### config.mk
export PLATFORM = sky130hd
export DESIGN_NAME = requestBuffer
export DESIGN_NICKNAME = d
export VERILOG_FILES = /design/src/source/memPkg.sv /design/src/source/requestBuffer.sv
export SDC_FILE = /design/constraint.sdc
export NUM_CORES = 1
export LEC_CHECK = 0
export ABC_AREA = 1
export BUFFER_PORTS_ARGS = -buffer_cell sky130_fd_sc_hd__buf_2
export CORE_ASPECT_RATIO = 1.4
export CORE_MARGIN = 4
export CORE_UTILIZATION = 25
export DETAILED_ROUTE_END_ITERATION = 8
export HOLD_SLACK_MARGIN = 0.05
export SETUP_SLACK_MARGIN = 0.15
export SLEW_MARGIN = 20
export SYNTH_ARGS = -nofsm -noshare
export SYNTH_HDL_FRONTEND = slang
export SYNTH_SLANG_ARGS = --single-unit
export TNS_END_PERCENT = 100
### constraint.sdc
create_clock -name clk -period 9.45 [get_ports clk]
set_input_delay 0.945 -clock clk [delete_from_list [all_inputs] [get_ports clk]]
set_output_delay 0.945 -clock clk [all_outputs]
set_load 0.05 [all_outputs]
### src/source/memPkg.sv
package memPkg;

  // word and block geometry
  localparam int wordBits = 32;
  localparam int blockWords = 4;
  localparam int blockBits = wordBits * blockWords;

  // 256 blocks in the shared memory
  localparam int blockAddrBits = 8;
  localparam int numBlocks = 2 ** blockAddrBits;

  // memory access timing
  localparam int waitCycles = 2;
  localparam int waitCountBits = $clog2(waitCycles + 1);

  // per-client request FIFO, also the initial credit count
  localparam int bufferDepth = 4;
  localparam int bufPtrBits = $clog2(bufferDepth);
  localparam int bufCountBits = $clog2(bufferDepth + 1);

  // instruction side and data side
  localparam int numClients = 2;

  typedef logic [blockAddrBits-1:0] blockAddrT;
  // word 0 sits in the low bits
  typedef logic [blockBits-1:0] blockDataT;
  typedef logic [0:0] clientIdT;
  typedef logic [waitCountBits-1:0] waitCountT;
  typedef logic [bufPtrBits-1:0] bufPtrT;
  typedef logic [bufCountBits-1:0] bufCountT;

  // block request, data only meaningful for writes
  typedef struct packed {
    logic      write;
    blockAddrT blockAddr;
    blockDataT data;
  } memReqT;

  // read reply
  typedef struct packed {
    blockAddrT blockAddr;
    blockDataT data;
  } memRespT;

  // blockMemory access sequencing
  typedef enum logic [1:0] {
    memIdle,
    memWaiting,
    memDone
  } memStateT;

endpackage

### src/source/requestBuffer.sv
module requestBuffer
  import memPkg::*;
(
  input  logic   clk,
  input  logic   rst,
  input  logic   reqValid,
  input  memReqT req,
  input  logic   pop,
  output logic   headValid,
  output memReqT head,
  output logic   creditReturn
);

  // entry storage
  memReqT entries [bufferDepth];

  // circular pointers and fill level
  bufPtrT   wrPtr;
  bufPtrT   rdPtr;
  bufCountT count;

  // wrap at bufferDepth
  function automatic bufPtrT nextPtr(input bufPtrT ptr);
    bufPtrT result;
    if (ptr == bufPtrT'(bufferDepth - 1))
    begin
      result = '0;
    end
    else
    begin
      result = ptr + bufPtrT'(1);
    end
    return result;
  endfunction

  // write side
  // client credits bound the fill level to bufferDepth
  always_ff @(posedge clk)
  begin
    if (reqValid)
    begin
      entries[wrPtr] <= req;
    end
  end

  // pointer and occupancy update
  always_ff @(posedge clk)
  begin
    if (rst)
    begin
      wrPtr <= '0;
      rdPtr <= '0;
      count <= '0;
    end
    else
    begin
      if (reqValid)
      begin
        wrPtr <= nextPtr(wrPtr);
      end
      if (pop)
      begin
        rdPtr <= nextPtr(rdPtr);
      end
      // count only moves when exactly one side is active
      case ({reqValid, pop})
        2'b10:
        begin
          count <= count + bufCountT'(1);
        end
        2'b01:
        begin
          count <= count - bufCountT'(1);
        end
        default:
        begin
          count <= count;
        end
      endcase
    end
  end

  // head visible the cycle after the write edge
  assign headValid = (count != '0);
  assign head = entries[rdPtr];

  // one credit back per drained entry
  // high the cycle after the pop edge
  always_ff @(posedge clk)
  begin
    if (rst)
    begin
      creditReturn <= 1'b0;
    end
    else
    begin
      creditReturn <= pop;
    end
  end

endmodule

# Yosys cells after proc, flatten, opt, wreduce, memory -nomap -nowiden
# Memories as Yosys holds them, arrays and structs flattened. A register that Yosys moved wholly into a read port is not among the register bits.
# Index checks and enable logic that the tools add are counted.
[word_totals] regBits=8 memories=1 elab_cells=22 ram_bits=548 in_bits=141
[memory_table] name="entries" depth=4 width=137 rd=1 rd_ports_with_merged_regs=1 write_ports=1 line_no="requestBuffer.sv:15" rtl="memReqT entries [bufferDepth];"
[classes] mux=7 add_sub_neg=4 n_reduce_logical=2 eq_ne=4
[ops] op="2-bit 2-to-1 mux" n=4
[ops] op="2-bit == test, second input constant" n=3
[ops] op="3-bit one-hot mux with 2 select lines" n=1
[ops] op="2-bit by 1-bit adder with 2-bit output, second input constant" n=2
[ops] op="3-bit by 1-bit adder with 3-bit output, second input constant" n=1
[ops] op="3-bit nonzero test" n=1
[ops] op="3-bit by 1-bit subtractor with 3-bit output, second input constant" n=1
[ops] op="2-bit by 1-bit == test with 1-bit output, second input constant" n=1
[ops] op="1-bit 2-to-1 mux" n=2
[ops] op="2-bit nonzero test" n=1

# Depth between registers and ports, before layout
# Gate-level depths: netlist of run 1.
[logic_depth] word_depth=4 mapped_depth=10

# Least setup slack after synthesis of run 1
# OpenSTA, ideal clock, no wires.
[synth_path] path_kind="input to register" from="input reqValid" to="memory entries[3][0] (netlist bit), enable pin" setup_ns=0.490 path_slack_ns=5.341 required_time_ns=8.960 cell_stages=2 arrival_ns=3.620 path_cell_list="nand2_1 > inv_1"
[synth_via] elab_chain_len=2
[synth_lines] element="start: declaration" line_no="requestBuffer.sv:6" rtl="input logic reqValid,"
[synth_lines] element="1-bit 2-to-1 mux" line_no="requestBuffer.sv:40" rtl="if (reqValid)"
[synth_lines] element="1-bit 2-to-1 mux (implied by the code)" line_no="requestBuffer.sv:42" rtl="entries[wrPtr] <= req;"
[synth_lines] element="end: declaration" line_no="requestBuffer.sv:15"
# Every way passes these cells.

==> results of run 1 <==
==> placed cells by master (no fill, tap or decap), drive strengths merged, types with 4 or more instances in the layout <==
| cell type | netlist | final |
|---|---|---|
| clkbuf | 47 | 63 |
| diode | 0 | 12 |
| buf | 43 | 293 |
| clkinv | 0 | 23 |
| o22ai | 137 | 137 |
| clkinvlp | 0 | 4 |
| inv | 18 | 22 |
| nand2 | 8 | 8 |
| dfxtp | 10 | 10 |
| ha | 6 | 6 |
| bufinv | 0 | 8 |
| nor2 | 280 | 280 |
| a21oi | 5 | 5 |
| edfxtp | 548 | 548 |
| o21ai | 278 | 278 |
==> worst min-delay path by stage <==
stage                                          to  cells after the start  slack [ps]
after floorplan             wrPtr[1]$_SDFFE_PP0P_                      2         490
after global placement      wrPtr[1]$_SDFFE_PP0P_                      2         500
after detailed placement    wrPtr[1]$_SDFFE_PP0P_                      2         540
after CTS                   wrPtr[0]$_SDFFE_PP0P_                      2         490
after global routing      entries[0][4]$_DFFE_PP_                      1         500
final                       wrPtr[1]$_SDFFE_PP0P_                      2         550
==> through the flow <==
step / cell area [um2] / std cells / total power [uW]
after floorplan: 20770 / 1386 / 3480
after global placement: 23080 / 2660 / 3691
after global routing: 24950 / 2769 / 6108
after CTS: 24930 / 2762 / 5961
final: 24960 / 2774 / 5876
after detailed placement: 23080 / 2660 / 3713
==> worst register-to-register path, stage by stage (launching register included) <==
cell and delay [ps]:
dfxtp_1 350, inv_1 100, ha_1 150, nand2_1 100, inv_6 600, buf_4 910
==> synthesized netlist by cell type <==
cell,n
nor3_1,2
buf_2,11
inv_4,1
nand3_1,2
clkbuf_1,47
a21oi_1,5
inv_1,17
nor2_1,280
ha_1,6
nand4_1,1
buf_4,6
o21ai_1,124
buf_6,26
o22ai_1,137
nand2_1,8
o21ai_0,154
edfxtp_1,548
fa_1,1
dfxtp_1,10
==> power by group <==
group          switching, uW  internal, uW  leakage, uW
Clock                    923          1310     0.000893
Sequential              28.3          2830      0.00512
Combinational            626           163      0.00244
==> final cells by class <==
type / count / share of cell area
flip-flops and latches: 558 / 0.6675
clock inverters: 39 / 0.01709
clock buffers: 63 / 0.05719
well taps: 1071 / 0.05368
diodes: 12 / 0.001203
multi-input cells: 720 / 0.1392
inverters: 18 / 0.003910
repair buffers: 293 / 0.06015
==> metal layers <==
metal / routed length, um / up-vias / GRT usage
met5: 31 / - / 0
met4: 1461 / 6 / 0.04100
met3: 3540 / 81 / 0.03007
met2: 25600 / 344 / 0.1949
met1: 20060 / 6330 / 0.1298
li1: - / 5788 / -
==> flip-flops by register name, summed over array words and instances, names as in the netlist, named ones only <==
signal and flops:
creditReturn 1, wrPtr 2, rdPtr 2, entries 548, count 3
==> logic make-up (layout without fill, tap and decap cells) <==
family / count (synthesis) / in the layout / synth area share
flops: 558 / 558 / 0.8019
compound gates: 420 / 420 / 0.1095
fa+ha+maj: 7 / 7 / 0.004578
other cells: 0 / 12 / 0
buf+inv: 108 / 413 / 0.03078
simple gates: 293 / 293 / 0.05331
==> out/results.md, run 1 <==
| Quantity | This run |
| --- | --- |
| Endpoint class of the critical path | primary output |
| Post-Synthesis Cell Area | 0.02077 mm2 |
| Path class of the lowest-slack min-delay path | reg2reg |
| Die height | 349.1 um |
| Critical path's largest stage delay | 730 ps |
| Areal power density over the cells | 235.4 mW/mm2 |
| Aggregate routed wire length | 50.69 mm |
| Worst path top cell family by delay | buffers and inverters |
| Final count of negative-setup-slack endpoints | 0 |
| Post-synthesis area per instance | 14.99 um2 |
| Sequential share of the synthesized area | 0.8019 |
| Peak ir drop on the vdd network | 0.1954 mV |
| CTS-repair resized insts | 0 |
| Synthesis-to-layout area growth | 20.18% |
| Die outline area | 0.08783 mm2 |
| Area fraction of the dominant cell type after synthesis | 0.7922 |
| Crit share post-route | 0.4762 |
| Insertion delay to the later sink of the worst-skew pair | 610 ps |
| Root buf cell | clkbuf_16 |
| Final Util | 0.3042 |
| Slowest stage cell, crit path | dfxtp_4 |
| Number of vias after detailed routing | 12550 |
| Placer Congestion | 0.7090 |
| Number of global-route vias before repair | 12970 |
| Post-layout nets | 1794 |
| Number of buffers inserted to repair setup after CTS | 0 |
| Clk slew on worst S/H paths | 60 ps |
| Hold bufs inserted after CTS | 0 |
| Share of final-layout standard cells stronger than drive strength 1 | 0.2265 |
| Gate count after technology mapping | 1386 |
| Slew HR | 0.3291 |
| Distinct cell type count of the synthesized netlist | 19 |
| Synthesis-stage register bit count | 558 |
| # H-tree levels | 2 |
| Result of the run | complete, no violations |
| Number of nets with antenna violations after routing | 0 |
| FF-to-FF Start | wrPtr[0]$_SDFFE_PP0P_ |
| Worst-case register-to-register setup slack | 6770 ps |
| Drt first pass iters | 5 |
| Core region area | 0.08207 mm2 |
| First-pass GRT wire length | 76.46 mm |
| Largest net degree at the start of global routing | 105 |
| DR vias/cell | 4.524 |
| Setup repair after global routing missed its margin | false |
| Post-synthesis net count | 1534 |
| Routed length per instance | 18.27 um |
| Number of antenna violations at the first check in global routing | 18 |
| Dominant cell type by count on the critical path | buf_4 |
| Final critical-path setup slack | 4950 ps |
| Number of primary I/O pins | 280 |
| CTS Buffer Depth | 3 |
| DRC | 0 |
| Max Clock Freq | 0.2222 GHz |
| Count of maximum capacitance violations | 0 |
| Total count of hold-check failures in the final report | 0 |
| Sequence of cells on the critical path | buf_4, buf_4, o21ai_0, o22ai_1, buf_2 |
| Required time reported for the critical path endpoint | 8510 ps |
| Count of yosys warnings during synthesis | 0 |
| Capture point of the worst path | head[119] |
| CTS buffer count | 55 |
| Sequential cell area in the final layout | 0.01666 mm2 |
| FP Rows | 124 |
| Top cells by area in the synthesized netlist | edfxtp_1 (79%), nor2_1 (5.1%), o22ai_1 (4.1%), o21ai_0 (3.7%), o21ai_1 (3.0%) |
| Sum Neg Setup Slack | 0 ps |
| Static Leak | 0.008446 uW |
| Clock tree from TritonCTS | done |
| Number of cells traversed by the worst register-to-register path | 5 |
| Slew at the pin closest to its max-slew limit | 1006 ps |
| Worst Hold Launch | wrPtr[1]$_SDFFE_PP0P_ |
| Crit start category | register |
| Buf/Inv on CP | 3 |
| HPWL after detailed placement | 29.08 mm |
| Filler Cell Count | 8131 |
| Number of buffer cells added on primary ports | 279 |
| Die X | 251.6 um |
| First DRT Iteration DRCs | 711 |
| Remaining Overflow, GRT | 0 |
| Starting utilization of the core area | 0.2531 |
| Clock period minus worst slack | 4500 ps |
| Worst-path fanout max | 72 |
| Clock Skews | 28.03 ps |
| Cell taking the most area after synthesis | edfxtp_1 |
| GRT Overall Usage | 0.1109 |
| Crit. path cell count | 5 |
| Number of sinks on the clock net | 558 |
| Endpoint of the worst-slack reg-to-reg timing path | entries[2][38]$_DFFE_PP_ |
| Final hold slack | 545.8 ps |
| Post-Place Worst Slack | 5516 ps |
| Final Max Slew Viols | 0 |
| Footprint of the multi-input gates | 0.003476 mm2 |
| Endpoint arrival time on the critical path | 3560 ps |
| Setup CP Type | reg2out |
Note: power is estimated with default switching activity, not from simulation.
==> run 2: changes to the inputs <==
clock period = 4.1 ns   (was 9.45 ns; I/O delays follow)
==> out/results.md, run 2 (synthesis gave the netlist of run 1 again) <==
| Quantity | This run |
| --- | --- |
| Result of the run | complete, no violations |
| CTS Buffer Depth | 3 |
| Placer Congestion | 0.7354 |
| Buf/Inv on CP | 3 |
| Slowest stage cell, crit path | inv_8 |
| Number of global-route vias before repair | 13860 |
| Setup CP Type | reg2out |
| Largest net degree at the start of global routing | 141 |
| Number of sinks on the clock net | 558 |
| Aggregate routed wire length | 51.86 mm |
| First-pass GRT wire length | 78.18 mm |
| Endpoint arrival time on the critical path | 2790 ps |
| Required time reported for the critical path endpoint | 3690 ps |
| Worst Hold Launch | pop |
| DRC | 0 |
| Sequence of cells on the critical path | inv_8, buf_4, o21ai_0, o22ai_1, buf_2 |
| Root buf cell | clkbuf_16 |
| Final Max Slew Viols | 0 |
| Crit share post-route | 0.7801 |
| Number of nets with antenna violations after routing | 0 |
| Routed length per instance | 17.86 um |
| CTS-repair resized insts | 0 |
| Number of vias after detailed routing | 13090 |
| Starting utilization of the core area | 0.2531 |
| Static Leak | 0.009013 uW |
| Peak ir drop on the vdd network | 0.3874 mV |
| Remaining Overflow, GRT | 0 |
| Worst-path fanout max | 120 |
| Number of primary I/O pins | 280 |
| Insertion delay to the later sink of the worst-skew pair | 610 ps |
| Synthesis-to-layout area growth | 26.70% |
| Die outline area | 0.08783 mm2 |
| Critical path's largest stage delay | 520 ps |
| Total count of hold-check failures in the final report | 0 |
| Number of instances in the placed design | 2669 |
| CTS buffer count | 53 |
| # H-tree levels | 2 |
| Path class of the lowest-slack min-delay path | in2reg |
| FP Rows | 124 |
| Number of buffer cells added on primary ports | 279 |
| Die X | 251.6 um |
| Max reg flops | 548 |
| Sum Neg Setup Slack | 0 ps |
| Crit. path cell count | 5 |
| Areal power density over the cells | 504.8 mW/mm2 |
| FF-to-FF Start | wrPtr[0]$_SDFFE_PP0P_ |
| Top reg by flops | entries |
| Endpoint class of the critical path | primary output |
| Slew at the pin closest to its max-slew limit | 982.8 ps |
| Clock tree from TritonCTS | done |
| Most common library cell in the layout ignoring fill and taps | edfxtp_1 |
| Cell Count, Final, Fillers Out | 2903 |
| HPWL after detailed placement | 29.77 mm |
| Count of maximum capacitance violations | 0 |
| Final count of negative-setup-slack endpoints | 0 |
| Endpoint of the worst-slack reg-to-reg timing path | entries[2][70]$_DFFE_PP_ |
| Clock Skews | 12.79 ps |
| Cell area after layout | 0.02632 mm2 |
| Post-layout nets | 1939 |
| DR vias/cell | 4.508 |
| GRT Overall Usage | 0.1132 |
| Slew HR | 0.3448 |
| Clock period minus worst slack | 3198 ps |
| Hold path endpoint | creditReturn$_SDFF_PP0_ |
| First DRT Iteration DRCs | 806 |
| Most used cells in the layout excluding fill and tap cells | edfxtp_1 (548), nor2_1 (280), buf_2 (279), o21ai_0 (154), dlygate4sd3_1 (138) |
| Hold Path Cell Cnt | 3 |
| Regs by FF count | entries (548), count (3) |
| Clk slew on worst S/H paths | 60 ps |
| Number of antenna violations at the first check in global routing | 5 |
| Core region area | 0.08207 mm2 |
| Crit start category | register |
| Worst path top cell family by delay | buffers and inverters |
| Max Clock Freq | 0.3127 GHz |
| Share of final-layout standard cells stronger than drive strength 1 | 0.2092 |
| Setup repair after global routing missed its margin | false |
| Worst-case register-to-register setup slack | 1940 ps |
| Placed Instance Area | 0.02327 mm2 |
| Drt first pass iters | 5 |
| Number of cells traversed by the worst register-to-register path | 5 |
| Die height | 349.1 um |
==> run 2: cell types whose count changed in the layout (fill, tap and decap cells not counted), moves of 2 or more <==
| cell | before | now |
|---|---|---|
| bufinv_16 | 8 | 5 |
| inv_6 | 8 | 6 |
| clkinv_1 | 13 | 7 |
| clkbuf_1 | 7 | 11 |
| clkbuf_16 | 56 | 53 |
| diode_2 | 12 | 6 |
| clkinvlp_4 | 4 | 2 |
| dlygate4sd3_1 | 0 | 138 |
| buf_12 | 0 | 10 |
==> run 2: layer usage <==
metal / vias to the layer above / wire length [um] / share of wire / GRT usage
met3: 84 / 3076 / 0.059 / 0.02635
met4: 2 / 1503 / 0.029 / 0.04327
met5: - / 13 / 0.00025 / 0
met2: 377 / 26790 / 0.52 / 0.2049
li1: 6071 / - / - / -
met1: 6554 / 20470 / 0.39 / 0.1294
==> run 2: repair_timing <==
action | in CTS | in global routing
endpoints found under the hold margin | 552 | 0
buffers inserted | 0 | 0
hold buffers | 138 | 0
==> run 2: worst min-delay path, delay by kind of cell <==
kind | cells | cell delay, ps
buffers and inverters | 2 | 200
AND/OR/NAND/NOR | 1 | 90
==> run 2: area by class of cell <==
cell class,count,area (um2)
flip-flops and latches,558,16660
repair buffers,440,3075
well taps,1071,1340
clock inverters,26,281.5
clock buffers,64,1368
inverters,18,97.59
fillers,7952,55760
diodes,6,15.01
multi-input cells,720,3476
==> run 2: worst max path at each step <==
stage / from / slack [ps] / end
after floorplan: wrPtr[0]$_SDFFE_PP0P_ / 380 / entries[3][0]$_DFFE_PP_
after global placement: register / 1590 / head[119]
after detailed placement: register / 1520 / head[42]
after CTS: register / 830 / head[42]
after global routing: register / 730 / head[119]
final: register / 900 / head[119]
==> run 2: per-stage QoR <==
step	utilization	power (uW)	setup slack, ps	hold slack (ps)
global placement	0.2835	8544	1587	500.2
CTS	0.3205	13470	831.8	79.78
floorplan	-	8021	381.5	482.4
detailed placement	0.2835	8587	1518	532.0
global route	0.3205	13810	726.8	126.5
finish	0.3206	13290	901.7	141.3
==> run 2: report_power, final <==
part / leakage, uW / internal, uW / switching [uW] / total (uW)
logic: 0.00309 / 482 / 1490 / 1980
registers: 0.00512 / 6520 / 55.5 / 6580
clock network: 0.000803 / 2680 / 2050 / 4730
total: 0.00901 / 9690 / 3600 / 13300
