File: src/source/memPkg.sv
package memPkg;

  // word and block geometry
  localparam int wordBits = 32;
  localparam int blockWords = 4;
  localparam int blockBits = wordBits * blockWords;

  // 256 blocks in the shared memory
  localparam int blockAddrBits = 8;
  localparam int numBlocks = 2 ** blockAddrBits;

  // memory access timing
  localparam int waitCycles = 2;
  localparam int waitCountBits = $clog2(waitCycles + 1);

  // per-client request FIFO, also the initial credit count
  localparam int bufferDepth = 4;
  localparam int bufPtrBits = $clog2(bufferDepth);
  localparam int bufCountBits = $clog2(bufferDepth + 1);

  // instruction side and data side
  localparam int numClients = 2;

  typedef logic [blockAddrBits-1:0] blockAddrT;
  // word 0 sits in the low bits
  typedef logic [blockBits-1:0] blockDataT;
  typedef logic [0:0] clientIdT;
  typedef logic [waitCountBits-1:0] waitCountT;
  typedef logic [bufPtrBits-1:0] bufPtrT;
  typedef logic [bufCountBits-1:0] bufCountT;

  // block request, data only meaningful for writes
  typedef struct packed {
    logic      write;
    blockAddrT blockAddr;
    blockDataT data;
  } memReqT;

  // read reply
  typedef struct packed {
    blockAddrT blockAddr;
    blockDataT data;
  } memRespT;

  // blockMemory access sequencing
  typedef enum logic [1:0] {
    memIdle,
    memWaiting,
    memDone
  } memStateT;

endpackage

File: src/source/memArbiter.sv
module memArbiter
  import memPkg::*;
(
  input  logic                  clk,
  input  logic                  rst,
  input  logic [numClients-1:0] headValid,
  input  memReqT                head0,
  input  memReqT                head1,
  output logic [numClients-1:0] pop,
  output logic                  start,
  output memReqT                cmd,
  input  logic                  done,
  input  blockDataT             rdData,
  output logic [numClients-1:0] respValid,
  output memRespT               resp
);

  // access in flight
  logic busy;

  // client favoured on a tie, 0 after reset
  clientIdT rrPtr;

  // winner of this cycle
  clientIdT grant;

  // details of the access in flight
  clientIdT  owner;
  logic      ownerWrite;
  blockAddrT ownerAddr;

  // round-robin pick
  always_comb
  begin
    if (headValid[0] && headValid[1])
    begin
      grant = rrPtr;
    end
    else if (headValid[1])
    begin
      grant = 1'b1;
    end
    else
    begin
      grant = 1'b0;
    end
  end

  // issue as soon as the memory is free
  assign start = !busy && (headValid != '0);
  assign cmd = (grant == 1'b1) ? head1 : head0;

  // pop the winner's head together with start
  always_comb
  begin
    pop = '0;
    if (start)
    begin
      pop[grant] = 1'b1;
    end
  end

  // busy flag and tie-break pointer
  always_ff @(posedge clk)
  begin
    if (rst)
    begin
      busy <= 1'b0;
      rrPtr <= 1'b0;
    end
    else if (start)
    begin
      busy <= 1'b1;
      // the other client wins the next tie
      rrPtr <= ~grant;
    end
    else if (done)
    begin
      // next start may follow in the cycle after done
      busy <= 1'b0;
    end
  end

  // remember who owns the access
  always_ff @(posedge clk)
  begin
    if (start)
    begin
      owner <= grant;
      ownerWrite <= cmd.write;
      ownerAddr <= cmd.blockAddr;
    end
  end

  // route read data back, writes stay silent
  always_ff @(posedge clk)
  begin
    if (rst)
    begin
      respValid <= '0;
    end
    else
    begin
      respValid <= '0;
      if (done && !ownerWrite)
      begin
        respValid[owner] <= 1'b1;
      end
    end
  end

  // shared response payload
  always_ff @(posedge clk)
  begin
    if (done && !ownerWrite)
    begin
      resp.blockAddr <= ownerAddr;
      resp.data <= rdData;
    end
  end

endmodule

File: config.mk
export PLATFORM = sky130hd
export DESIGN_NAME = memArbiter
export DESIGN_NICKNAME = d
export VERILOG_FILES = /design/src/source/memPkg.sv /design/src/source/memArbiter.sv
export SDC_FILE = /design/constraint.sdc
export NUM_CORES = 1
export LEC_CHECK = 0
export BUFFER_PORTS_ARGS = -buffer_cell sky130_fd_sc_hd__buf_2
export CORE_AREA = 2 2 270 272
export CTS_CLUSTER_DIAMETER = 30
export DETAILED_ROUTE_END_ITERATION = 7
export DIE_AREA = 0 0 272 274
export PLACE_DENSITY = 0.3
export SLEW_MARGIN = 10
export SYNTH_ARGS = -nofsm -noshare
export SYNTH_HDL_FRONTEND = slang
export SYNTH_SLANG_ARGS = --single-unit
File: constraint.sdc
create_clock -name clk -period 15.12 [get_ports clk]
set_input_delay 2.268 -clock clk [delete_from_list [all_inputs] [get_ports clk]]
set_output_delay 2.268 -clock clk [all_outputs]
set_load 0.02 [all_outputs]
; ---- Word-level counts from Yosys, hierarchy flattened
; Index checks and enable logic that the tools add are counted.
[word_totals]
register_bits = 150
output_inout_bits = 278
wordCells = 34
[classes]
n_mux = 10
n_reduce_logical = 10
bitwise_logic = 2
n_lt_le_gt_ge = 4
[ops]
columns = op, count
row1 = 137-bit two-way mux, 1
row2 = 1-bit two-way mux, 6
row3 = 1-bit logical AND, 5
row4 = 1-bit by 2-bit < comparator with 1-bit output (second input constant), 2
row5 = 2-bit nonzero test, 2
row6 = 1-bit demux with 1-bit select, 2
row7 = 1-bit greater-or-equal comparator (second input constant), 2
row8 = 1-bit logical NOT, 2
row9 = 2-bit two-way mux, 1
row10 = 1-bit NOT, 2
row11 = 2-bit OR reduction, 1

; ---- Depth between registers and ports, before layout
; Gate-level depths: netlist of run 1.
[logic_depth]
ltp_word = 7
mapped_depth = 5
ltp_nobuf = 3

; ---- Worst setup path before layout of run 1
; OpenSTA, ideal clock, no wires.
[synth_path]
path_type = input-to-reg
startpoint = input done
endpoint = register respValid[1]
n_path_buf = 0
required_time_ns = 15.024
setup_slack_ns = 6.165
arrival_ns = 8.860
setup_time_ns = 0.096
path_stages = 2
path_cell_list = nor2b_1 > and3b_1
[synth_between]
elab_chain_len = 3
[synth_lines]
columns = item, line_no
row1 = "start, declared", memArbiter.sv:12  ; input logic done,
row2 = 1-bit logical AND, memArbiter.sv:105  ; if (done && !ownerWrite)
row3 = 1-bit NOT (no source line), --
row4 = 2-bit OR reduction (no source line), --
row5 = "end signal, assigned", memArbiter.sv:100  ; respValid <= '0;
row6 = "end signal, assigned", memArbiter.sv:104  ; respValid <= '0;
row7 = "end signal, assigned by index", memArbiter.sv:107  ; respValid[owner] <= 1'b1;
row8 = "end, declared", memArbiter.sv:14  ; output logic [numClients-1:0] respValid,
; Every way passes these cells.
; A chain may end at the register's enable or synchronous reset.

==> results of run 1 <==
## cell usage in the layout, fill, tap and decap left out
| cell | synthesis | layout |
|---|---|---|
| a211oi_1 | 1 | 1 |
| a21oi_1 | 1 | 1 |
| a311oi_1 | 1 | 1 |
| and3_1 | 2 | 2 |
| and3b_1 | 1 | 1 |
| buf_2 | 1 | 684 |
| buf_4 | 0 | 4 |
| clkbuf_16 | 0 | 17 |
| clkinv_4 | 0 | 1 |
| clkinv_8 | 0 | 4 |
| clkinvlp_4 | 0 | 1 |
| dfxtp_1 | 4 | 4 |
| diode_2 | 0 | 4 |
| edfxtp_1 | 146 | 146 |
| inv_1 | 2 | 2 |
| inv_12 | 0 | 1 |
| inv_6 | 0 | 5 |
| inv_8 | 0 | 3 |
| mux2_2 | 18 | 18 |
| mux2_4 | 119 | 119 |
| nand2_1 | 1 | 1 |
| nand2_8 | 0 | 1 |
| nand2b_1 | 1 | 1 |
| nor2_1 | 2 | 2 |
| nor2b_4 | 0 | 1 |
| nor3_1 | 1 | 1 |
| nor3b_1 | 1 | 1 |
## final cells by class
| type | instances | area, µm² | share of cell area |
|---|---|---|---|
| diodes | 4 | 10.01 | 0.0008460 |
| clock buffers | 17 | 425.4 | 0.03596 |
| clock inverters | 15 | 175.2 | 0.01481 |
| inverters | 2 | 7.507 | 0.0006345 |
| multi-input cells | 151 | 2096 | 0.1771 |
| flip-flops and latches | 150 | 4464 | 0.3773 |
| well taps | 959 | 1200 | 0.1014 |
| repair buffers | 688 | 3453 | 0.2919 |
## cells by family after synthesis
logic type,count (synthesis),share of synthesized area
buf+inv,17,0.02591
compound gates,3,0.003169
simple gates,11,0.009507
flops,150,0.6651
mux,137,0.2964
## metal layers
layer / GRT usage / share of wire / vias up
li1: - / - / 2641
met3: 0.03976 / 0.10 / 57
met5: 0 / 0.0059 / -
met2: 0.1478 / 0.49 / 346
met1: 0.1059 / 0.39 / 2800
met4: 0.02993 / 0.014 / 32
## report_power, final
part | total [mW] | switching, mW | internal [mW]
combinational | 0.276 | 0.153 | 0.123
sequential | 0.490 | 0.00574 | 0.485
clock | 0.433 | 0.210 | 0.223
## metrics by stage
step	power, mW	hold slack, ns	instances	setup slack (ns)	instance area, µm²
2_1_floorplan	0.6576	0.4003	318	6.165	6713
3_3_place_gp	0.7794	0.4017	1950	8.140	11220
3_5_place_dp	0.7790	0.4061	1950	8.060	11220
4_1_cts	1.228	0.4190	1982	8.064	11820
5_1_grt	1.253	0.4294	1983	7.964	11820
6_report	1.199	0.4213	1986	8.095	11830
## cells in the mapped netlist
cell type	n	area, µm²
mux2_2	18	202.7
buf_8	1	15.01
edfxtp_1	146	4384
and3b_1	1	8.760
nand2_1	1	3.750
nor2_1	2	7.510
buf_6	13	146.4
and3_1	2	12.51
dfxtp_1	4	80.08
nand2_2	1	6.260
buf_2	1	5.000
nor3_1	1	5.000
inv_1	2	7.510
mux2_4	119	1787
nor3b_1	1	7.510
a311oi_1	1	8.760
nand2b_1	1	6.260
a211oi_1	1	7.510
a21oi_1	1	5.000
nor2b_1	1	6.260
## final timing paths
path,startpoint,to,slack [ns]
worst max register to register,ownerWrite,resp[77],12.35
worst min-delay path,ownerAddr[3],resp[131],0.42
worst min register to register,ownerAddr[3],resp[131],0.42
worst max-delay path,headValid[0],cmd[118],8.09
## registers in the layout, summed over array words and instances (netlist names)
| register | flops |
|---|---|
| respValid | 2 |
| ownerWrite | 1 |
| owner | 1 |
| ownerAddr | 8 |
| busy | 1 |
| rrPtr | 1 |
| resp | 136 |
## critical path, delay by kind of cell
family                 cells  cell delay (ns)
buffers and inverters      3             1.18
AND/OR/NAND/NOR            2             0.79
multiplexers               1             0.35
==> qor.csv, run 1 <==
stage,metric,value,unit
run_status,outcome,completed,
critical_path,"most used cell, CP",buf_2,
cts,postcts setup bufs,0,
timing,max-slew violation count,0,
place,Final HPWL DP,30.95,mm
logic_synthesis,Yosys warnings,0,
die,die width,272,µm
layout,final design utilization,0.1644,
timing,part of the cycle the worst path needs,0.4646,
cts,clk sinks,150,
detailed_routing,Avg WL per Cell,18.24,µm
logic_synthesis,Post-Synthesis Net Count,725,
cts,CTS tree,done,
timing,Tmin final,7.025,ns
logic_synthesis,Mapped Avg Cell Area,21.11,µm²
die,Core ar.,0.07197,mm²
cts,CTS Buffer Depth,2,
critical_path,crit path launch type,input port,
place,PortBufs,684,
detailed_routing,DRC Markers,0,
pwr,static leakage,5.584,nW
timing,f_max,142.3,MHz
logic_synthesis,Synth cell types,20,
grt,first-pass GRT wire length,46.17,mm
timing,final hold viol count,0,
critical_path,"Req. time, crit path",12.85,ns
grt,GRT Residual Overflow,0,
grt,vias in the first global route,5922,
critical_path,Worst EP arrival,4.76,ns
timing,relative slew slack,0.2351,
logic_synthesis,share of the yosys chip area belonging to registers,0.6651,
die,die height,274,µm
detailed_routing,first drt pass iteration count,4,
layout,nets@finish,1417,
pwr,PwrDens,101.4,mW/mm²
critical_path,CP max FO,83,
grt,GRT Total Usage,0.09053,
cts,htree depth,4,
min_path,Hold Path Class,register to register,
die,initial core utilization,0.09327,
die,IO Count,685,
timing,Max Clock Skew,0.01380,ns
grt,initial antenna violation count,24,
cts,CTS Hold Bufs,0,
critical_path,Reg2Reg Depth,3,
cts,Clock transition at path regs,0.07,ns
pwr,Peak VDD IR,0.07756,mV
layout,layout cells sized above 1,0.8397,
logic_synthesis,Post-Synthesis Cells,318,
critical_path,WS Path Type,input port to primary output,
detailed_routing,routed vias,5876,
layout,FILL cells,8121,
detailed_routing,post-route ant nets,0,
die,Die Area,0.07453,mm²
cts,Clock Latency Late Sink,0.47,ns
timing,RSZ-0062 raised after global routing,no,
timing,Final setup viols,0,
critical_path,crit-path max cell delay,0.90,ns
die,std cell rows,99,
cts,TritonCTS buffer count,17,
cts,CTS root buf,clkbuf_16,
place,routability cong.,0.8469,
cts,# resized after CTS,0,
detailed_routing,final wirelength,36.23,mm
timing,Least-Margin Pin Slew,1.147,ns
critical_path,critical path cell sequence,buf_2 > nand2b_1 > nand2_8 > buf_4 > mux2_4 > buf_2,
detailed_routing,Iteration-0 DRC Markers,362,
detailed_routing,Via density,2.959,
timing,TNS Setup,0,ns
logic_synthesis,Post-Syn Area,0.006713,mm²
layout,area grow syn2layout,76.25,%
grt,largest net degree at the start of global routing,84,
critical_path,slowest CP cell,buf_4,
job,max-capacitance violation count,0,
min_path,Hold Crit Depth,0,
critical_path,CP Capture Type,primary output,
logic_synthesis,#FFs+latches synth,150,
No activity file was read; power rests on OpenSTA's default activity.
==> run 2: changes to the inputs <==
Settings changed: CORE_AREA 2 2 270 272 to 2 2 265 267, DIE_AREA 0 0 272 274 to 0 0 267 269, PLACE_DENSITY 0.3 to 0.31.
Clock period 15.12 ns to 6.08 ns, I/O delays scaled along.
==> run 2 against run 1 <==
Compared with the run above: core utilization is 0.65 points higher; sequential share of layout area about the same; highest routed layer unchanged; largest power group unchanged; critical path type unchanged; via count fell by 0.27%; global-route usage is 0.41 points higher.
==> qor.csv, run 2 (same netlist as run 1, synthesis figures left out) <==
stage,metric,value,unit,change
cts,CTS Buffer Depth,2,,unchanged
critical_path,FF-to-FF setup slack,3.71,ns,was 12.35 ns
critical_path,Worst EP arrival,3.19,ns,was 4.76 ns
critical_path,"Req. time, crit path",5.17,ns,was 12.85 ns
critical_path,Reg2Reg Depth,4,,was 3
min_path,Min-Delay Startpoint,ownerAddr[3],,unchanged
timing,Tmin final,4.104,ns,
timing,relative slew slack,0.2886,,was 0.2351
layout,Largest regs,"resp: 136 flops, ownerAddr: 8 flops, respValid: 2 flops",,unchanged
grt,initial antenna violation count,16,,was 24
timing,RSZ-0062 raised after global routing,no,,unchanged
detailed_routing,met2 WL post-DR,17.80,mm,was 17.87 mm
critical_path,slowest CP cell,nand2_8,,was buf_4
die,initial core utilization,0.09686,,was 0.09327
cts,htree depth,4,,unchanged
critical_path,FF-to-FF End,ownerAddr[0],,was resp[77]
die,std cell rows,97,,was 99
run_status,outcome,completed,,unchanged
place,PortBufs,684,,unchanged
detailed_routing,Via density,2.978,,was 2.959
critical_path,CP Capture Type,primary output,,unchanged
detailed_routing,met3 wire len,3.658,mm,was 3.642 mm
die,Die Area,0.07182,mm²,was 0.07453 mm²
critical_path,crit-path leading delay family,buffers and inverters,,unchanged
timing,f_max,243.6,MHz,
timing,Max Clock Skew,0.01699,ns,was 0.01380 ns
pwr,static leakage,5.594,nW,was 5.584 nW
cts,clk sinks,150,,unchanged
cts,Clock transition at path regs,0.06,ns,was 0.07 ns
layout,FILL cells,7762,,was 8121
critical_path,"most used cell, CP",buf_2,,unchanged
timing,final hold viol count,0,,unchanged
cts,CTS Hold Bufs,0,,unchanged
detailed_routing,DRC Markers,0,,unchanged
layout,"most common cell after layout, fill and taps aside",buf_2,,unchanged
detailed_routing,final wirelength,36.55,mm,was 36.23 mm
layout,most frequent cells in the layout,"buf_2, edfxtp_1, mux2_4, mux2_2, clkbuf_16",,unchanged
grt,GRT Total Usage,0.09458,,was 0.09053
layout,largest reg by FF count,resp,,unchanged
cts,CTS root buf,clkbuf_16,,unchanged
layout,nets@finish,1416,,was 1417
critical_path,CP bufs+invs,3,,unchanged
die,die height,269,µm,was 274 µm
min_path,Hold Crit Depth,0,,unchanged
layout,max reg flops,136,,unchanged
critical_path,critical path cell sequence,buf_2 > nand2b_1 > nand2_8 > buf_4 > mux2_4 > buf_2,,unchanged
detailed_routing,top layer in use,met5,,unchanged
die,Core ar.,0.06930,mm²,was 0.07197 mm²
critical_path,CP max FO,93,,was 83
timing,final setup margin,1.976,ns,was 8.095 ns
timing,Least-Margin Pin Slew,1.067,ns,was 1.147 ns
place,Place WS,2.019,ns,was 8.060 ns
timing,part of the cycle the worst path needs,0.6751,,
layout,layout cells sized above 1,0.8405,,was 0.8397
min_path,Hold Path Class,register to register,,unchanged
detailed_routing,Iteration-0 DRC Markers,299,,was 362
die,die width,267,µm,was 272 µm
detailed_routing,first drt pass iteration count,4,,unchanged
cts,postcts setup bufs,0,,unchanged
timing,Final setup viols,0,,unchanged
detailed_routing,post-route ant nets,0,,unchanged
grt,first-pass GRT wire length,45.57,mm,was 46.17 mm
critical_path,worst r2r src,rrPtr,,was ownerWrite
grt,vias in the first global route,5906,,was 5922
pwr,PwrDens,255.9,mW/mm²,was 101.4 mW/mm²
die,IO Count,685,,unchanged
grt,GRT Residual Overflow,0,,unchanged
timing,TNS Setup,0,ns,unchanged
job,max-capacitance violation count,0,,unchanged
detailed_routing,Avg WL per Cell,18.57,µm,was 18.24 µm
min_path,hold path endpoint,resp[131],,unchanged
layout,area grow syn2layout,76.44,%,was 76.25%
critical_path,WS Path Type,input port to primary output,,unchanged
timing,max-slew violation count,0,,unchanged
grt,largest net degree at the start of global routing,139,,was 84
cts,Clock Latency Late Sink,0.47,ns,about the same
cts,CTS tree,done,,unchanged
critical_path,crit path launch type,input port,,unchanged
cts,# resized after CTS,0,,unchanged
detailed_routing,routed vias,5860,,was 5876
place,routability cong.,0.8114,,was 0.8469
critical_path,crit-path max cell delay,0.70,ns,was 0.90 ns
pwr,Peak VDD IR,0.2120,mV,was 0.07756 mV
detailed_routing,met1 wire length,14.00,mm,was 13.98 mm
place,Final HPWL DP,31.32,mm,was 30.95 mm
cts,TritonCTS buffer count,17,,unchanged
## run 2: changes by cell type in the layout (fill, tap and decap cells not counted)
cell       delta
inv_8         +1
inv_12        -1
buf_12        +1
inv_6         -1
nor2_1        -1
nor2_2        +1
buf_4         -2
bufinv_16     +1
diode_2       +2
clkinv_8      +1
clkinv_4      -1
## run 2: how the worst max path moves through the flow
| stage | startpoint | end | cells past startpoint | slack [ns] |
|---|---|---|---|---|
| floorplan | done | respValid[1] | 2 | 1.14 |
| global placement | headValid[0] | cmd[112] | 6 | 2.08 |
| detailed placement | headValid[0] | cmd[110] | 6 | 2.02 |
| CTS | headValid[0] | cmd[110] | 6 | 2.02 |
| global route | headValid[0] | cmd[110] | 6 | 1.91 |
| finish | headValid[0] | cmd[116] | 6 | 1.98 |
## run 2: metrics by stage
step / total power, mW / util / instances / instance area [µm²] / hold slack, ns
2_1_floorplan: 1.630 / - / 318 / 6715 / 0.4003
3_3_place_gp: 1.947 / 0.1617 / 1930 / 11200 / 0.4082
3_5_place_dp: 1.945 / 0.1617 / 1930 / 11200 / 0.4246
4_1_cts: 3.092 / 0.1707 / 1962 / 11830 / 0.4310
5_1_grt: 3.169 / 0.1708 / 1964 / 11830 / 0.4500
6_report: 3.031 / 0.1709 / 1968 / 11840 / 0.4261
## run 2: cell type report
type                            instances  area, µm²  share of cell area
Antenna cell                            6      15.01            0.001268
Clock buffer                           17      425.4             0.03592
Clock inverter                         15      198.9             0.01680
Inverter                                2      7.507           0.0006338
Multi-Input combinational cell        151       2098              0.1772
Sequential cell                       150       4464              0.3769
Tap cell                              940       1176             0.09930
Timing Repair Buffer                  687       3458              0.2920
## run 2: layer usage
layer  global-route usage  vias up
li1                     -     2641
met1               0.1070     2785
met3              0.04201       56
met5                    0        -
met2               0.1544      360
met4              0.04054       18
## run 2: worst reg2reg max path: stages, from the launching register on
cell and delay [ns]:
dfxtp_1 0.33, nand2b_1 0.23, nand2_8 0.70, buf_4 0.46
mux2_2 0.40
## run 2: report_power, final
group / internal (mW) / total [mW] / switching [mW] / leakage, nW
Combinational: 0.306 / 0.689 / 0.383 / 3.89
Clock: 0.595 / 1.12 / 0.524 / 0.301
Sequential: 1.21 / 1.22 / 0.0173 / 1.41
Total: 2.11 / 3.03 / 0.924 / 5.59
==> run 3: changes to the inputs <==
Clock period 6.08 ns to 3.41 ns, I/O delays scaled along.
==> run 3 against run 2 <==
Compared with the run above: critical path depth shrank 1; non-clock buffer count is 10 higher; clock power increased by 61%; final area is 0.13% higher; first-iteration DRC count decreased by 12%; register-to-register slack worse by 2.2 ns; via count down 0.49%; sequential share of layout area about the same; worst hold slack worse by 0.19 ns; setup slack worse by 1.4 ns; global-route usage down 0.51 points; critical path type is now register to primary output; largest cell class unchanged.
==> qor.csv, run 3 (same netlist as run 1, synthesis figures left out) <==
stage,metric,value,unit,change
timing,RSZ-0062 raised after global routing,no,,unchanged
critical_path,"Req. time, crit path",2.90,ns,was 5.17 ns
grt,vias in the first global route,5873,,was 5906
die,die width,267,µm,unchanged
timing,Fin Hold WS,0.2361,ns,was 0.4261 ns
pwr,Sw Share,0.2880,,was 0.3050
layout,area grow syn2layout,76.66,%,was 76.44%
pwr,Reg power frac,0.418,,was 0.404
pwr,Psw,1.501,mW,was 924.2 µW
place,placed cells,1940,,was 1930
timing,TNS Setup,0,ns,unchanged
die,Core ar.,0.06930,mm²,unchanged
grt,largest net degree at the start of global routing,92,,was 139
timing,Final setup viols,0,,unchanged
detailed_routing,routed vias,5831,,was 5860
detailed_routing,Avg WL per Cell,17.73,µm,was 18.57 µm
critical_path,crit-path max cell delay,0.38,ns,was 0.70 ns
critical_path,slowest CP cell,nand2_8,,unchanged
layout,final design utilization,0.1711,,was 0.1709
layout,nets@finish,1426,,was 1416
timing,final setup margin,0.6039,ns,was 1.976 ns
grt,GRT Residual Overflow,0,,unchanged
layout,Layout Cells excl Fill,1973,,was 1968
cts,CTS tree,done,,unchanged
grt,GRT Total Usage,0.08948,,was 0.09458
place,PortBufs,684,,unchanged
layout,largest reg by FF count,resp,,unchanged
place,"Cell Area, Placed",0.01130,mm²,was 0.01120 mm²
detailed_routing,Iteration-0 DRC Markers,262,,was 299
detailed_routing,first drt pass iteration count,4,,unchanged
job,max-capacitance violation count,0,,unchanged
timing,Tmin final,2.806,ns,
timing,Max Clock Skew,0.01606,ns,was 0.01699 ns
detailed_routing,Via density,2.955,,was 2.978
cts,CTS Hold Bufs,0,,unchanged
place,Place WS,0.8145,ns,was 2.019 ns
place,routability cong.,0.7719,,was 0.8114
layout,post-route cell area,0.01186,mm²,was 0.01184 mm²
timing,part of the cycle the worst path needs,0.8229,,
pwr,static leakage,5.616,nW,was 5.594 nW
critical_path,CP Capture Type,primary output,,unchanged
cts,Clock Latency Late Sink,0.45,ns,was 0.47 ns
cts,postcts setup bufs,0,,unchanged
grt,first-pass GRT wire length,43.83,mm,was 45.57 mm
critical_path,crit path launch type,register,,was input port
pwr,clock group share of total power,0.346,,was 0.369
critical_path,Worst EP arrival,2.29,ns,was 3.19 ns
pwr,Peak VDD IR,0.3440,mV,was 0.2120 mV
timing,relative slew slack,0.5883,,was 0.2886
die,std cell rows,97,,unchanged
timing,max-slew violation count,0,,unchanged
die,Die Area,0.07182,mm²,unchanged
detailed_routing,final wirelength,34.98,mm,was 36.55 mm
die,initial core utilization,0.09686,,unchanged
layout,FILL cells,7724,,was 7762
cts,TritonCTS buffer count,17,,unchanged
layout,most frequent cells in the layout,"buf_2, edfxtp_1, mux2_4, mux2_2, clkbuf_16",,unchanged
critical_path,WS Path Type,register to primary output,,was input port to primary output
critical_path,critical path cell sequence,nand2b_1 > nand2_8 > buf_4 > mux2_2 > buf_2,,was buf_2 > nand2b_1 > nand2_8 > buf_4 > mux2_4 > buf_2
layout,Largest regs,"resp: 136 flops, ownerAddr: 8 flops, respValid: 2 flops",,unchanged
layout,layout cells sized above 1,0.8388,,was 0.8405
detailed_routing,post-route ant nets,0,,unchanged
timing,f_max,356.4,MHz,
pwr,Power Total,5.210,mW,was 3.031 mW
cts,CTS Buffer Depth,2,,unchanged
cts,CTS root buf,clkbuf_16,,unchanged
cts,# resized after CTS,0,,unchanged
run_status,outcome,completed,,unchanged
pwr,P_int,3.710,mW,was 2.107 mW
cts,htree depth,4,,unchanged
layout,"most common cell after layout, fill and taps aside",buf_2,,unchanged
timing,Least-Margin Pin Slew,0.6175,ns,was 1.067 ns
die,IO Count,685,,unchanged
pwr,logic gate share of total power,0.236,,was 0.227
layout,max reg flops,136,,unchanged
grt,initial antenna violation count,15,,was 16
timing,final hold viol count,0,,unchanged
cts,clk sinks,150,,unchanged
min_path,Hold Path Class,input port to register,,was register to register
detailed_routing,DRC Markers,0,,unchanged
pwr,PwrDens,439.4,mW/mm²,was 255.9 mW/mm²
cts,Clock transition at path regs,0.07,ns,was 0.06 ns
die,die height,269,µm,unchanged
place,Final HPWL DP,30.59,mm,was 31.32 mm
critical_path,CP max FO,46,,was 93
==> run 3: layout make-up <==
| class | instances | area (µm²) | area share |
|---|---|---|---|
| Multi-Input combinational cell | 151 | 2096 | 0.1767 |
| Antenna cell | 3 | 7.507 | 0.0006330 |
| Tap cell | 940 | 1176 | 0.09918 |
| Inverter | 2 | 7.507 | 0.0006330 |
| Sequential cell | 150 | 4464 | 0.3764 |
| Clock buffer | 18 | 429.2 | 0.03619 |
| Timing Repair Buffer | 697 | 3558 | 0.3001 |
| Clock inverter | 12 | 120.1 | 0.01013 |
==> run 3: per-layer routing <==
metal | global-route usage | share of wire | up-vias
met4 | 0.03416 | 0.023 | 14
met1 | 0.09666 | 0.36 | 2769
li1 | - | - | 2655
met5 | 0 | 0.0022 | -
met3 | 0.03352 | 0.088 | 49
met2 | 0.1586 | 0.52 | 344
==> run 3: final timing paths <==
check               start          to  slack, ns  depth (start not counted)
max                 rrPtr      cmd[2]       0.60                          5
max reg2reg         rrPtr  ownerWrite       1.55                          4
min           rdData[116]   resp[116]       0.24                          1
min reg2reg  ownerAddr[3]   resp[131]       0.42                          0
==> run 3: critical path, delay by kind of cell (launching register included) <==
family | cells | cell delay (ns)
mux | 1 | 0.35
flops | 1 | 0.33
simple gates | 2 | 0.61
buf+inv | 2 | 0.49
==> run 3: power by group through the flow <==
stage / combinational, mW / clock, mW / sequential [mW]
5_1_grt: 1.31 / 1.95 / 2.19
6_report: 1.23 / 1.80 / 2.18
3_5_place_dp: 1.25 / 0 / 2.22
2_1_floorplan: 0.571 / 0 / 2.33
4_1_cts: 1.25 / 1.89 / 2.18
3_3_place_gp: 1.26 / 0 / 2.22
